## src/hdl/fir_params.svh

```systemverilog
`ifndef FIR_PARAMS_SVH
`define FIR_PARAMS_SVH

// Sample and coefficient width
`define FIR_SAMPLE_W 18

// Taps per frame, one slice per tap
`define FIR_TAPS 32

// RAM address width, log2 of FIR_TAPS
`define FIR_ADDR_W 5

// MAC accumulator width
`define FIR_ACC_W 48

// Output taken from accumulator bits [FIR_OUT_LSB+FIR_SAMPLE_W-1 : FIR_OUT_LSB]
`define FIR_OUT_LSB 16

// Cycles after reset with the update slot held off
`define FIR_UPDATE_HOLDOFF 4

`endif

```

## src/hdl/firPkg.sv

```systemverilog
`include "fir_params.svh"

package firPkg;

    // Datapath words
    typedef logic signed [`FIR_SAMPLE_W-1:0] sampleT;  // Delay line sample
    typedef logic signed [`FIR_SAMPLE_W-1:0] coefT;    // Filter coefficient
    typedef logic signed [`FIR_ACC_W-1:0]    accT;     // MAC accumulator

    // Address into delay line or coefficient RAM
    typedef logic [`FIR_ADDR_W-1:0] tapAddrT;

    // Per-slice control word, one value per clock
    typedef struct packed {
        tapAddrT slice;     // Current time slice
        logic    firstTap;  // Restart accumulation
        logic    lastTap;   // Final tap of the frame
        logic    doUpdate;  // Update slot for the delay line
    } sliceCtrlT;

    // Coefficient RAM write strobe
    typedef struct packed {
        logic    wrEn;      // Single cycle write enable
        tapAddrT wrAddr;    // Tap index
        coefT    wrData;    // New coefficient
    } coefWrT;

endpackage

```

## src/hdl/delayLineAddr.sv

```systemverilog
`timescale 1ns/100ps

module delayLineAddr import firPkg::*; (
    input  logic      iClk,
    input  logic      iRst,
    input  sliceCtrlT sliceCtrl,
    input  logic      commit,        // New sample goes in this cycle
    output tapAddrT   wrAddr,        // Slot for the incoming sample
    output tapAddrT   rdAddr         // Sample read for the current tap
);

    tapAddrT head;                   // Address of the newest sample
    tapAddrT headNow;                // Head as seen by this cycle's read

    ////////////////////////////////////////////////////////////////////////////
    // Circular buffer head
    ////////////////////////////////////////////////////////////////////////////
    always_ff @(posedge iClk or posedge iRst) begin
        if (iRst) begin
            head <= '0;
        end else if (commit) begin
            head <= wrAddr;          // Newest sample moves one slot on
        end
    end

    // Push goes one past the head, oldest sample is overwritten
    assign wrAddr = head + tapAddrT'(1);

    // Commit lands on slice 0 of a frame
    // Bypass the head so the whole frame sees the new sample
    assign headNow = commit ? wrAddr : head;

    // Tap k reads x[n-k], wraps modulo FIR_TAPS
    assign rdAddr = headNow - sliceCtrl.slice;

endmodule

```

## src/hdl/firAccumulator.sv

```systemverilog
`timescale 1ns/100ps
`include "fir_params.svh"

module firAccumulator import firPkg::*; (
    input  logic      iClk,
    input  logic      iRst,
    input  sliceCtrlT sliceCtrl,     // Same cycle as the RAM read addresses
    input  logic      commit,        // Delay line written in the update slot
    input  coefT      coef,          // Coefficient RAM data
    input  sampleT    sample,        // Delay line data
    output sampleT    oData,
    output logic      oDataChanged   // Flips one cycle after oData moves
);

    sliceCtrlT ctrlPs1;
    sliceCtrlT ctrlPs2;              // Aligned with RAM read data
    sliceCtrlT ctrlPs3;              // Aligned with the product
    accT       prodPs3;
    accT       accPs4;
    logic      commitSeen;           // Commit since the last update slot
    logic      armed;                // Current frame includes a new sample
    logic      frameEndPs4;          // Final sum sits in accPs4
    logic      outChangedPs5;

    ////////////////////////////////////////////////////////////////////////////
    // Control pipeline and fresh-result tracking
    ////////////////////////////////////////////////////////////////////////////
    always_ff @(posedge iClk or posedge iRst) begin
        if (iRst) begin
            ctrlPs1     <= '0;
            ctrlPs2     <= '0;
            ctrlPs3     <= '0;
            commitSeen  <= 1'b0;
            armed       <= 1'b0;
            frameEndPs4 <= 1'b0;
        end else begin
            ctrlPs1 <= sliceCtrl;
            ctrlPs2 <= ctrlPs1;
            ctrlPs3 <= ctrlPs2;
            if (ctrlPs3.doUpdate) begin
                armed      <= commitSeen;   // Next frame reads the new sample
                commitSeen <= commit;
            end else if (commit) begin
                commitSeen <= 1'b1;
            end
            frameEndPs4 <= ctrlPs3.lastTap && armed;   // Uses the old armed
        end
    end

    // MAC, product stage then accumulate with first tap restart
    always_ff @(posedge iClk) begin
        prodPs3 <= accT'(coef) * accT'(sample);
        if (ctrlPs3.firstTap) begin
            accPs4 <= prodPs3;
        end else begin
            accPs4 <= accPs4 + prodPs3;
        end
    end

    ////////////////////////////////////////////////////////////////////////////
    // Output register, then the toggle one cycle later
    ////////////////////////////////////////////////////////////////////////////
    always_ff @(posedge iClk or posedge iRst) begin
        if (iRst) begin
            oData         <= '0;
            outChangedPs5 <= 1'b0;
            oDataChanged  <= 1'b0;
        end else begin
            outChangedPs5 <= frameEndPs4;
            if (frameEndPs4) begin
                oData <= sampleT'(accPs4[`FIR_OUT_LSB +: `FIR_SAMPLE_W]);
            end
            if (outChangedPs5) begin
                oDataChanged <= ~oDataChanged;   // Edge while oData is stable
            end
        end
    end

endmodule

```

## src/hdl/firEngine.sv

```systemverilog
`timescale 1ns/100ps

module firEngine import firPkg::*; (
    input  logic   iClk,
    input  logic   iRst,
    input  sampleT iData,
    input  logic   iDataChanged,     // Toggle per new sample
    input  coefWrT iCoefWr,          // Coefficient write strobe
    output sampleT oData,
    output logic   oDataChanged      // Toggle per new output
);

    sliceCtrlT sliceCtrl;            // One slice per clock
    logic      commit;
    sampleT    commitSample;
    tapAddrT   dlWrAddr;
    tapAddrT   dlRdAddr;
    coefT      coefRd;               // Coefficient for the tap in flight
    sampleT    sampleRd;             // Delay line sample for the tap in flight

    ////////////////////////////////////////////////////////////////////////////
    // Control
    ////////////////////////////////////////////////////////////////////////////
    sliceSequencer i_sliceSequencer (
        .iClk      (iClk),
        .iRst      (iRst),
        .sliceCtrl (sliceCtrl)
    );

    sampleCapture i_sampleCapture (
        .iClk         (iClk),
        .iRst         (iRst),
        .iData        (iData),
        .iDataChanged (iDataChanged),
        .sliceCtrl    (sliceCtrl),
        .commit       (commit),
        .commitSample (commitSample)
    );

    delayLineAddr i_delayLineAddr (
        .iClk      (iClk),
        .iRst      (iRst),
        .sliceCtrl (sliceCtrl),
        .commit    (commit),
        .wrAddr    (dlWrAddr),
        .rdAddr    (dlRdAddr)
    );

    ////////////////////////////////////////////////////////////////////////////
    // Storage and MAC
    ////////////////////////////////////////////////////////////////////////////
    tapRam #(.payloadT(coefT)) i_coefRam (
        .iClk   (iClk),
        .wrEn   (iCoefWr.wrEn),
        .wrAddr (iCoefWr.wrAddr),
        .wrData (iCoefWr.wrData),
        .rdAddr (sliceCtrl.slice),   // Tap k uses coef[k]
        .rdData (coefRd)
    );

    tapRam #(.payloadT(sampleT)) i_delayRam (
        .iClk   (iClk),
        .wrEn   (commit),
        .wrAddr (dlWrAddr),
        .wrData (commitSample),
        .rdAddr (dlRdAddr),
        .rdData (sampleRd)
    );

    firAccumulator i_firAccumulator (
        .iClk         (iClk),
        .iRst         (iRst),
        .sliceCtrl    (sliceCtrl),
        .commit       (commit),
        .coef         (coefRd),
        .sample       (sampleRd),
        .oData        (oData),
        .oDataChanged (oDataChanged)
    );

endmodule

```

## src/hdl/sampleCapture.sv

```systemverilog
`timescale 1ns/100ps

module sampleCapture import firPkg::*; (
    input  logic      iClk,
    input  logic      iRst,
    input  sampleT    iData,         // Sample, valid before the toggle
    input  logic      iDataChanged,  // Flips once per new sample
    input  sliceCtrlT sliceCtrl,
    output logic      commit,        // One cycle write strobe for the delay line
    output sampleT    commitSample   // Sample written on commit
);

    logic   toggleLvl;               // Registered toggle level
    logic   doneLvl;                 // Toggle level already committed
    logic   pending;                 // New sample waiting for the update slot
    sampleT heldSample;              // Last sample seen

    assign pending = toggleLvl ^ doneLvl;

    // Toggle tracking and commit strobe
    always_ff @(posedge iClk or posedge iRst) begin
        if (iRst) begin
            toggleLvl <= 1'b0;
            doneLvl   <= 1'b0;
            commit    <= 1'b0;
        end else begin
            toggleLvl <= iDataChanged;
            commit    <= 1'b0;
            if (sliceCtrl.doUpdate) begin
                commit  <= pending;      // Only when something arrived
                doneLvl <= toggleLvl;    // Flag cleared
            end
        end
    end

    // Sample latch, later toggles in a frame overwrite earlier ones
    always_ff @(posedge iClk) begin
        if (iDataChanged != toggleLvl) begin
            heldSample <= iData;
        end
        if (sliceCtrl.doUpdate) begin
            commitSample <= heldSample;  // Frozen for the write cycle
        end
    end

endmodule

```

## src/hdl/sliceSequencer.sv

```systemverilog
`timescale 1ns/100ps
`include "fir_params.svh"

module sliceSequencer import firPkg::*; (
    input  logic      iClk,
    input  logic      iRst,
    output sliceCtrlT sliceCtrl      // Control for the current slice
);

    localparam int holdW = $clog2(`FIR_UPDATE_HOLDOFF + 1);

    logic [holdW-1:0] holdCnt;       // Cycles since reset, saturating
    logic             holdDone;
    tapAddrT          nextSlice;
    logic             nextLast;

    assign nextSlice = sliceCtrl.slice + tapAddrT'(1);   // Wraps modulo FIR_TAPS
    assign nextLast  = (nextSlice == tapAddrT'(`FIR_TAPS - 1));
    assign holdDone  = (holdCnt == holdW'(`FIR_UPDATE_HOLDOFF));

    ////////////////////////////////////////////////////////////////////////////
    // Slice counter with flags decoded from the next count
    ////////////////////////////////////////////////////////////////////////////
    always_ff @(posedge iClk or posedge iRst) begin
        if (iRst) begin
            sliceCtrl.slice    <= '0;
            sliceCtrl.firstTap <= 1'b1;    // Slice 0 follows reset
            sliceCtrl.lastTap  <= 1'b0;
            sliceCtrl.doUpdate <= 1'b0;
            holdCnt            <= '0;
        end else begin
            sliceCtrl.slice    <= nextSlice;
            sliceCtrl.firstTap <= (nextSlice == '0);
            sliceCtrl.lastTap  <= nextLast;
            // Update slot shares the last tap, but not while held off
            sliceCtrl.doUpdate <= nextLast && holdDone;
            if (!holdDone) begin
                holdCnt <= holdCnt + holdW'(1);
            end
        end
    end

endmodule

```

## src/hdl/tapRam.sv

```systemverilog
`timescale 1ns/100ps
`include "fir_params.svh"

module tapRam import firPkg::*; #(
    parameter type payloadT = sampleT    // Word stored per tap
) (
    input  logic    iClk,
    input  logic    wrEn,
    input  tapAddrT wrAddr,
    input  payloadT wrData,
    input  tapAddrT rdAddr,
    output payloadT rdData              // Two cycles after rdAddr
);

    payloadT mem [0:`FIR_TAPS-1];
    payloadT rdStage;                   // First read register

    ////////////////////////////////////////////////////////////////////////////
    // Write port and registered read with write-through
    ////////////////////////////////////////////////////////////////////////////
    always_ff @(posedge iClk) begin
        if (wrEn) begin
            mem[wrAddr] <= wrData;
        end
        // Same address written this cycle returns the new word
        if (wrEn && (wrAddr == rdAddr)) begin
            rdStage <= wrData;
        end else begin
            rdStage <= mem[rdAddr];
        end
        rdData <= rdStage;              // Second register
    end

endmodule

```

## config.mk

```make
export PLATFORM = sky130hd
export DESIGN_NAME = firEngine
export DESIGN_NICKNAME = d
export VERILOG_FILES = /design/src/hdl/firPkg.sv /design/src/hdl/delayLineAddr.sv /design/src/hdl/firAccumulator.sv /design/src/hdl/firEngine.sv /design/src/hdl/sampleCapture.sv /design/src/hdl/sliceSequencer.sv /design/src/hdl/tapRam.sv
export VERILOG_INCLUDE_DIRS = /design/src /design/src/hdl
export SDC_FILE = /design/constraint.sdc
export NUM_CORES = 2
export LEC_CHECK = 0
export BUFFER_PORTS_ARGS = -buffer_cell sky130_fd_sc_hd__buf_4
export CORE_ASPECT_RATIO = 0.7
export CORE_MARGIN = 1
export CORE_UTILIZATION = 51
export DETAILED_ROUTE_END_ITERATION = 7
export PLACE_DENSITY = 0.67
export SLEW_MARGIN = 20
export SYNTH_ARGS = -nofsm -noshare
export SYNTH_HDL_FRONTEND = slang
export SYNTH_SLANG_ARGS = --single-unit
```

## constraint.sdc

```tcl
create_clock -name iClk -period 6.6 [get_ports iClk]
set_input_delay 0.33 -clock iClk [delete_from_list [all_inputs] [get_ports iClk]]
set_output_delay 0.33 -clock iClk [all_outputs]
set_load 0.1 [all_outputs]
```

# Word-level counts from Yosys, hierarchy flattened
# Memory sizes are Yosys's and may differ from the RTL's. A register that Yosys moved wholly into a read port is not among the register bits.
# Cells that the tools add are included.
# op_classes
mux,9
addsub,5
n_eq_ne,3
shifts,0
n_mul,1
div,0
bitwise,2
order_cmp,0
n_reduce_logical,4
# op_table
cell,n
$add 48x48->48,1
$mux 48,1
$mul 18x18->36,1
$add 5x1->5 const B,2
$mux 1,7
$eq 5x5->1 const B,1
$logic_not 5->1,1
$mux 5,1
$sub 5x5->5,1
$add 3x1->3 const B,1
$eq 3x3->1 const B,1
$logic_and 1x1->1,2
$reduce_bool 2->1,1
$ne 1x1->1,1
$not 1->1,1
$xor 1x1->1,1
# word_totals
latchBits,0
output_inout_bits,19
reg_bits,219
ram_bits,1152
mem_bits_ro,0
memories,2
# memory_table
name,words,word_bits,read_ports,rd_clocked_by_memory_dff,write_ports,line,source
i_coefRam.mem,32,18,1,1,1,tapRam.sv:15,payloadT mem [0:`FIR_TAPS-1];
i_delayRam.mem,32,18,1,1,1,tapRam.sv:15,

# Logic depth before layout (Yosys ltp)
# logic_depth
word_depth,3
ltp_mapped,24

# By module
# From an unflattened synthesis, not the netlist that was laid out.
# unflattened
cells_unflattened,4508
area_unflattened_um2,64932.3
# modules_own_cells
module,instances,cells_each,area_each_um2
tapRam,2,1283,23151.0
firAccumulator,1,1798,16465.8
sampleCapture,1,44,1194.9
sliceSequencer,1,55,540.5
delayLineAddr,1,45,429.2

# Least setup slack after synthesis
# OpenSTA, ideal clock, no wires.
# synth_timing
path_type,reg-to-reg
from,register i_delayRam.rdData[9] in the netlist's numbering
to,register i_firAccumulator.prodPs3[24]
t_required_ps,6477
period_less_slack_ps,5730
arrival_ps,5607
stages_incl_launch_ff,23
slack_ps,870
n_path_buf,2
path_cell_list,dfxtp_1 -> clkbuf_1 -> clkbuf_1 -> nand2_1 -> fa_1 -> inv_1 -> fa_1 -> inv_1 -> fa_1 -> inv_1 -> fa_1 -> fa_1 -> inv_1 -> fa_1 -> inv_1 -> ha_1 -> or2_2 -> a2111oi_0 -> o21ai_1 -> and2_1 -> a221oi_2 -> o21ai_1 -> xor2_1
# synth_via
elab_chain_cells,1
# synth_rtl
element,line,source
from (decl),tapRam.sv:12,output payloadT rdData
from (signal assigned),tapRam.sv:31,rdData <= rdStage;
$mul 18x18->36,firAccumulator.sv:52,prodPs3 <= accT'(coef) * accT'(sample);
to (signal assigned),firAccumulator.sv:52,
to (decl),firAccumulator.sv:18,accT prodPs3;
# No other way between the ends.
# A chain may end at the register's enable or synchronous reset.

# Final worst setup path
# layout_timing
from,register i_coefRam.rdData[11] in the netlist's numbering
to,register i_firAccumulator.prodPs3[30]
# layout_via
elab_chain_cells,1
# layout_rtl
element,line
from (decl),tapRam.sv:12
from (signal assigned),tapRam.sv:31
$mul 18x18->36,firAccumulator.sv:52
# No other way between the ends.

==> impl_summary.md <==
Clock network
CTS saw 1,353 sinks. CTS built an H-tree with a depth of 4. The clock slew at the register clock pins of the worst setup and hold paths is 0.06 ns. The clock root buffer is clkbuf_16. In this run the deepest clock path goes through 3 buffers.

The post-CTS setup buffer count is 0. The CTS tree is built. The worst-skew pair later-pin latency is 0.77 ns. Clock tree synthesis inserted a total of between 100 and 150 buffers.

Timing
Setup violations remaining at the end of the flow were counted as 0. The period utilization is 96.0%. The relative slew slack is between 20 and 30%. The least setup slack across all paths after layout is 0.267 ns. Setup total negative slack on the finished layout was measured at 0 ns.

The setup skew after layout is between 0.02 and 0.03 ns. The number of endpoints with negative hold slack in the final report came to 0. The transition time at the pin with the least slew margin is roughly 1.1 ns. The highest attainable clock frequency is 0.158 GHz. Setup repair after global routing left no endpoint under its margin. The final critical-path required period is 6.33 ns. The count of final max-slew check failures is 0.

Pwr
Cell internal power was estimated by the tool at 17.5 mW. The clock share of power is 29.0%. The share of power burned in combinational logic is about a third. The power density over the cells is 362 nW/um^2.

Registers are responsible for 38.3% of the overall power. Summed over all nets, the switching power comes to 8.12 mW. Of the total power, the share spent switching nets is 31.7%.

VDD sags by at most 0.393 mV. The analysis attributes to cell leakage a power of about 25 nW.

Synth
For this run, the register share of the synthesized area comes to 61.9%. The post-synth design cell area is roughly 63,000 um^2. After synthesis, the largest area contributor takes up 56.3% of total cell area. In this run, synthesis inferred 1,188 flip-flops with an integrated enable. Yosys mapped the design onto 64 distinct sky130hd cell types. The synthesized area per cell is 17.2 um^2.

Among all flip-flop cells after synthesis, the most frequent one is edfxtp_1. The number of synthesized register bits is ~1,400. Synthesis produced a netlist whose cell count is around 3,700. The number of nets in the synthesized netlist is 4,172.

Summed over all instances, the cell type with the most area after synthesis is edfxtp_1. In the post-synthesis netlist, the biggest area contributors are edfxtp_1, mux4_2, fa_1. The fraction of registers with async set or reset after synthesis is 3.77%. Yosys printed 0 warnings.

Critical path
The worst setup path is of the reg2reg kind. Data on the critical path is required at its endpoint by 7.23 ns. Along the worst path, the maximum fanout reaches 18. The slowest stage of the critical path belongs to the cell dfxtp_1. At the worst endpoint, the arrival time is 6.96 ns.

The type of origin of the critical path is a flop. In this design, the stage delay of the slowest critical-path cell is roughly 0.8 ns. The category of the worst setup path capture point is a flop. The most numerous cell type found on the critical path is fa_1. Traced cell by cell, the critical path runs through nand2_1 > fa_1 > fa_1 > inv_1 > fa_1 > inv_1 > fa_1 > fa_1 > fa_1 > inv_1 > ha_1 > or2_2 > a2111oi_0 > o21ai_1 > nand4_1 > a21oi_1 > o21ai_0 > a21boi_1 > o31a_1.

Detailed routing
The detailed router placed 31,912 vias in this run. The wire length after detailed routing is 137,000 um. In the final routed layout, each cell accounts on average for 24.6 um. The number of routed nets with antenna violations is 0. The pre-antenna-repair detailed-routing pass consisted of 6 iterations. After detailed routing, the number of remaining DRC violations is 0.

The via density per instance is 5.71. The detailed router finished its first iteration with 3,320 violations.

Placement
The HPWL after detailed placement is 87,500 um. The setup slack after placement is about 0.35 ns. The number of buffers added on ports is 63. The final weighted congestion of routability-driven global placement is 0.852.

Global route
The initial antenna violation count is 11. The pin count of the biggest net entering global routing is 145. The busiest metal layer after global routing is met1.

The met1 track demand over resource in global routing is 35.9%. Global routing used 30.8% of the available met2 tracks. For this run, the total global-route usage over all layers was measured as 22.3%. For met3 alone, demand over resource in global routing was 5.30%.

The total grt overflow is 0. The number of global-route vias before repair is 32,353. The wire length of the first global-routing pass is roughly 210,000 um.

Die
The initial utilization of the core area, before any placement, comes to a little over 50%. The I/O pin total is 64. The standard-cell row count is between 100 and 150. The die width is 423 um.

The placeable core area is 122,000 um^2. The die covers 126,000 um^2. The overall die height is 297 um.

Worst hold path
The class of the most critical hold timing path is in2reg.

Job
The total of max-cap violations is 0.

Layout
The post-layout utilization of the core is 57.9%. In the final layout, the share of cells above drive strength 1 is 21.3%. The number of nets in the layout is ~4,300. Across the whole layout, storage elements account for 39,300 um^2. The area occupied by multi-input gates is around 22,000 um^2. The relative area change from synthesis to final layout is 11.9%. The layout has 9,198 filler cells.

Status
The flow ran to the end, and the final reports show no timing, DRC or antenna violations.
## worst paths after layout
check                      slack (ns)  cells past startpoint                               startpoint                                     end
max                              0.27                     19             i_coefRam.rdData[11]$_DFF_P_    i_firAccumulator.prodPs3[30]$_DFF_P_
min                              0.19                      3                              iCoefWr[20]         i_coefRam.mem[30][13]$_DFFE_PP_
max reg2reg                      0.27                     19             i_coefRam.rdData[11]$_DFF_P_    i_firAccumulator.prodPs3[30]$_DFF_P_
min reg2reg                      0.34                      0  i_sliceSequencer.sliceCtrl[1]$_DFF_PP0_   i_firAccumulator.ctrlPs1[1]$_DFF_PP0_
max in group asynchronous        5.66                      4                                     iRst   i_firAccumulator.ctrlPs3[2]$_DFF_PP0_
min in group asynchronous        0.36                      4                                     iRst  i_firAccumulator.oData[12]$_DFFE_PP0P_
## layer usage
metal	wire (um)	share of wire, %	up-vias
met3	12300	9.0	155
li1	-	-	13926
met5	23	0.017	-
met4	2190	1.6	4
met2	58600	43	1212
met1	64300	47	16615
## cells in the final DEF, fill, tap and decap left out, types with 20 or more instances in the layout
master         count
nor2_2            45
clkinv_1          29
inv_1            389
xor2_1            24
buf_4            137
dfrtp_1           49
clkbuf_1          22
mux4_2           360
dlygate4sd3_1     38
edfxtp_1        1188
ha_1             137
nand2_1          227
clkbuf_16        136
a21oi_1           48
fa_1             317
o21ai_0           30
a21o_1            30
nor2_1            49
mux2_2            58
dfxtp_1          104
clkinv_2          20
xnor2_1           50
and2_1           168
## final cells by class
| cell class | instances | share of cell area (%) |
|---|---|---|
| Antenna cell | 3 | 0.0106 |
| Clock buffer | 163 | 5.02 |
| Clock inverter | 77 | 1.04 |
| Inverter | 390 | 2.07 |
| Multi-Input combinational cell | 1780 | 31.3 |
| Sequential cell | 1353 | 55.4 |
| Tap cell | 1635 | 2.89 |
| Timing Repair Buffer | 185 | 2.23 |
## power groups by stage
| stage | logic [mW] | clock network (mW) | registers, mW |
|---|---|---|---|
| 6_report | 8.39 | 7.44 | 9.83 |
| 3_3_place_gp | 8.21 | 0 | 10.0 |
| 2_1_floorplan | 6.61 | 0 | 9.93 |
| 5_1_grt | 9.55 | 7.88 | 9.86 |
| 4_1_cts | 8.41 | 7.58 | 9.83 |
| 3_5_place_dp | 8.33 | 0 | 10.0 |
## Yosys cell counts (all sizes together), types with 8 or more instances
| cell | number |
|---|---|
| fa | 317 |
| ha | 137 |
| mux4 | 360 |
| nand3 | 18 |
| nor2 | 113 |
| nor3b | 10 |
| dfxtp | 114 |
| nor3 | 10 |
| dfrtp | 50 |
| xor2 | 25 |
| a21o | 30 |
| o21ai | 48 |
| buf | 50 |
| xnor2 | 50 |
| inv | 390 |
| clkbuf | 100 |
| edfxtp | 1188 |
| nand2 | 227 |
| nand2b | 14 |
| a21oi | 48 |
| o21a | 9 |
| and2 | 168 |
| a211oi | 17 |
| a31oi | 8 |
| o21bai | 14 |
| mux2 | 58 |
| nand4 | 11 |
## cell families after synthesis
| logic type | synth area share [%] |
|---|---|
| DFF | 61.9 |
| and+or+nand+nor | 4.67 |
| buffers and inverters | 3.40 |
| adders and majority gates | 12.7 |
| muxes | 13.9 |
| AOI/OAI and AO/OA | 2.34 |
| xor gates and xnor gates | 1.04 |
## flip-flops by register name, indices dropped and copies added, names as in the netlist, 5 cells and up, named ones only
signal                        count
i_sliceSequencer.sliceCtrl        8
i_coefRam.mem                   576
i_firAccumulator.oData           18
i_firAccumulator.accPs4          34
i_sampleCapture.heldSample       18
i_firAccumulator.prodPs3         34
i_sampleCapture.commitSample     18
i_coefRam.rdData                 18
i_delayRam.mem                  576
i_delayLineAddr.head              5
i_delayRam.rdData                18
## what timing repair did
action                                  4_1_cts  5_1_grt
hold buffers                                 38        0
hold endpoints to repair                    645        0
gates resized for setup                       0        2
endpoints found under the setup margin        0        2
## worst max-delay path, delay by kind of cell (launching register included)
family | cells | cell delay [ns]
compound gates | 6 | 1.31
simple gates | 3 | 0.64
buf+inv | 3 | 0.18
flops | 1 | 0.80
fa+ha+maj | 7 | 3.27
## per-stage QoR
stage / power [mW] / std cells / cell area (um^2) / hold slack (ns)
global route: 27.3 / 5585 / 70900 / 0.181
global placement: 18.2 / 5299 / 66100 / 0.334
floorplan: 16.5 / 3673 / 63300 / 0.331
CTS: 25.8 / 5577 / 70800 / 0.133
detailed placement: 18.3 / 5299 / 66100 / 0.336
finish: 25.7 / 5586 / 70900 / 0.192
No activity file was read; power rests on OpenSTA's default activity.
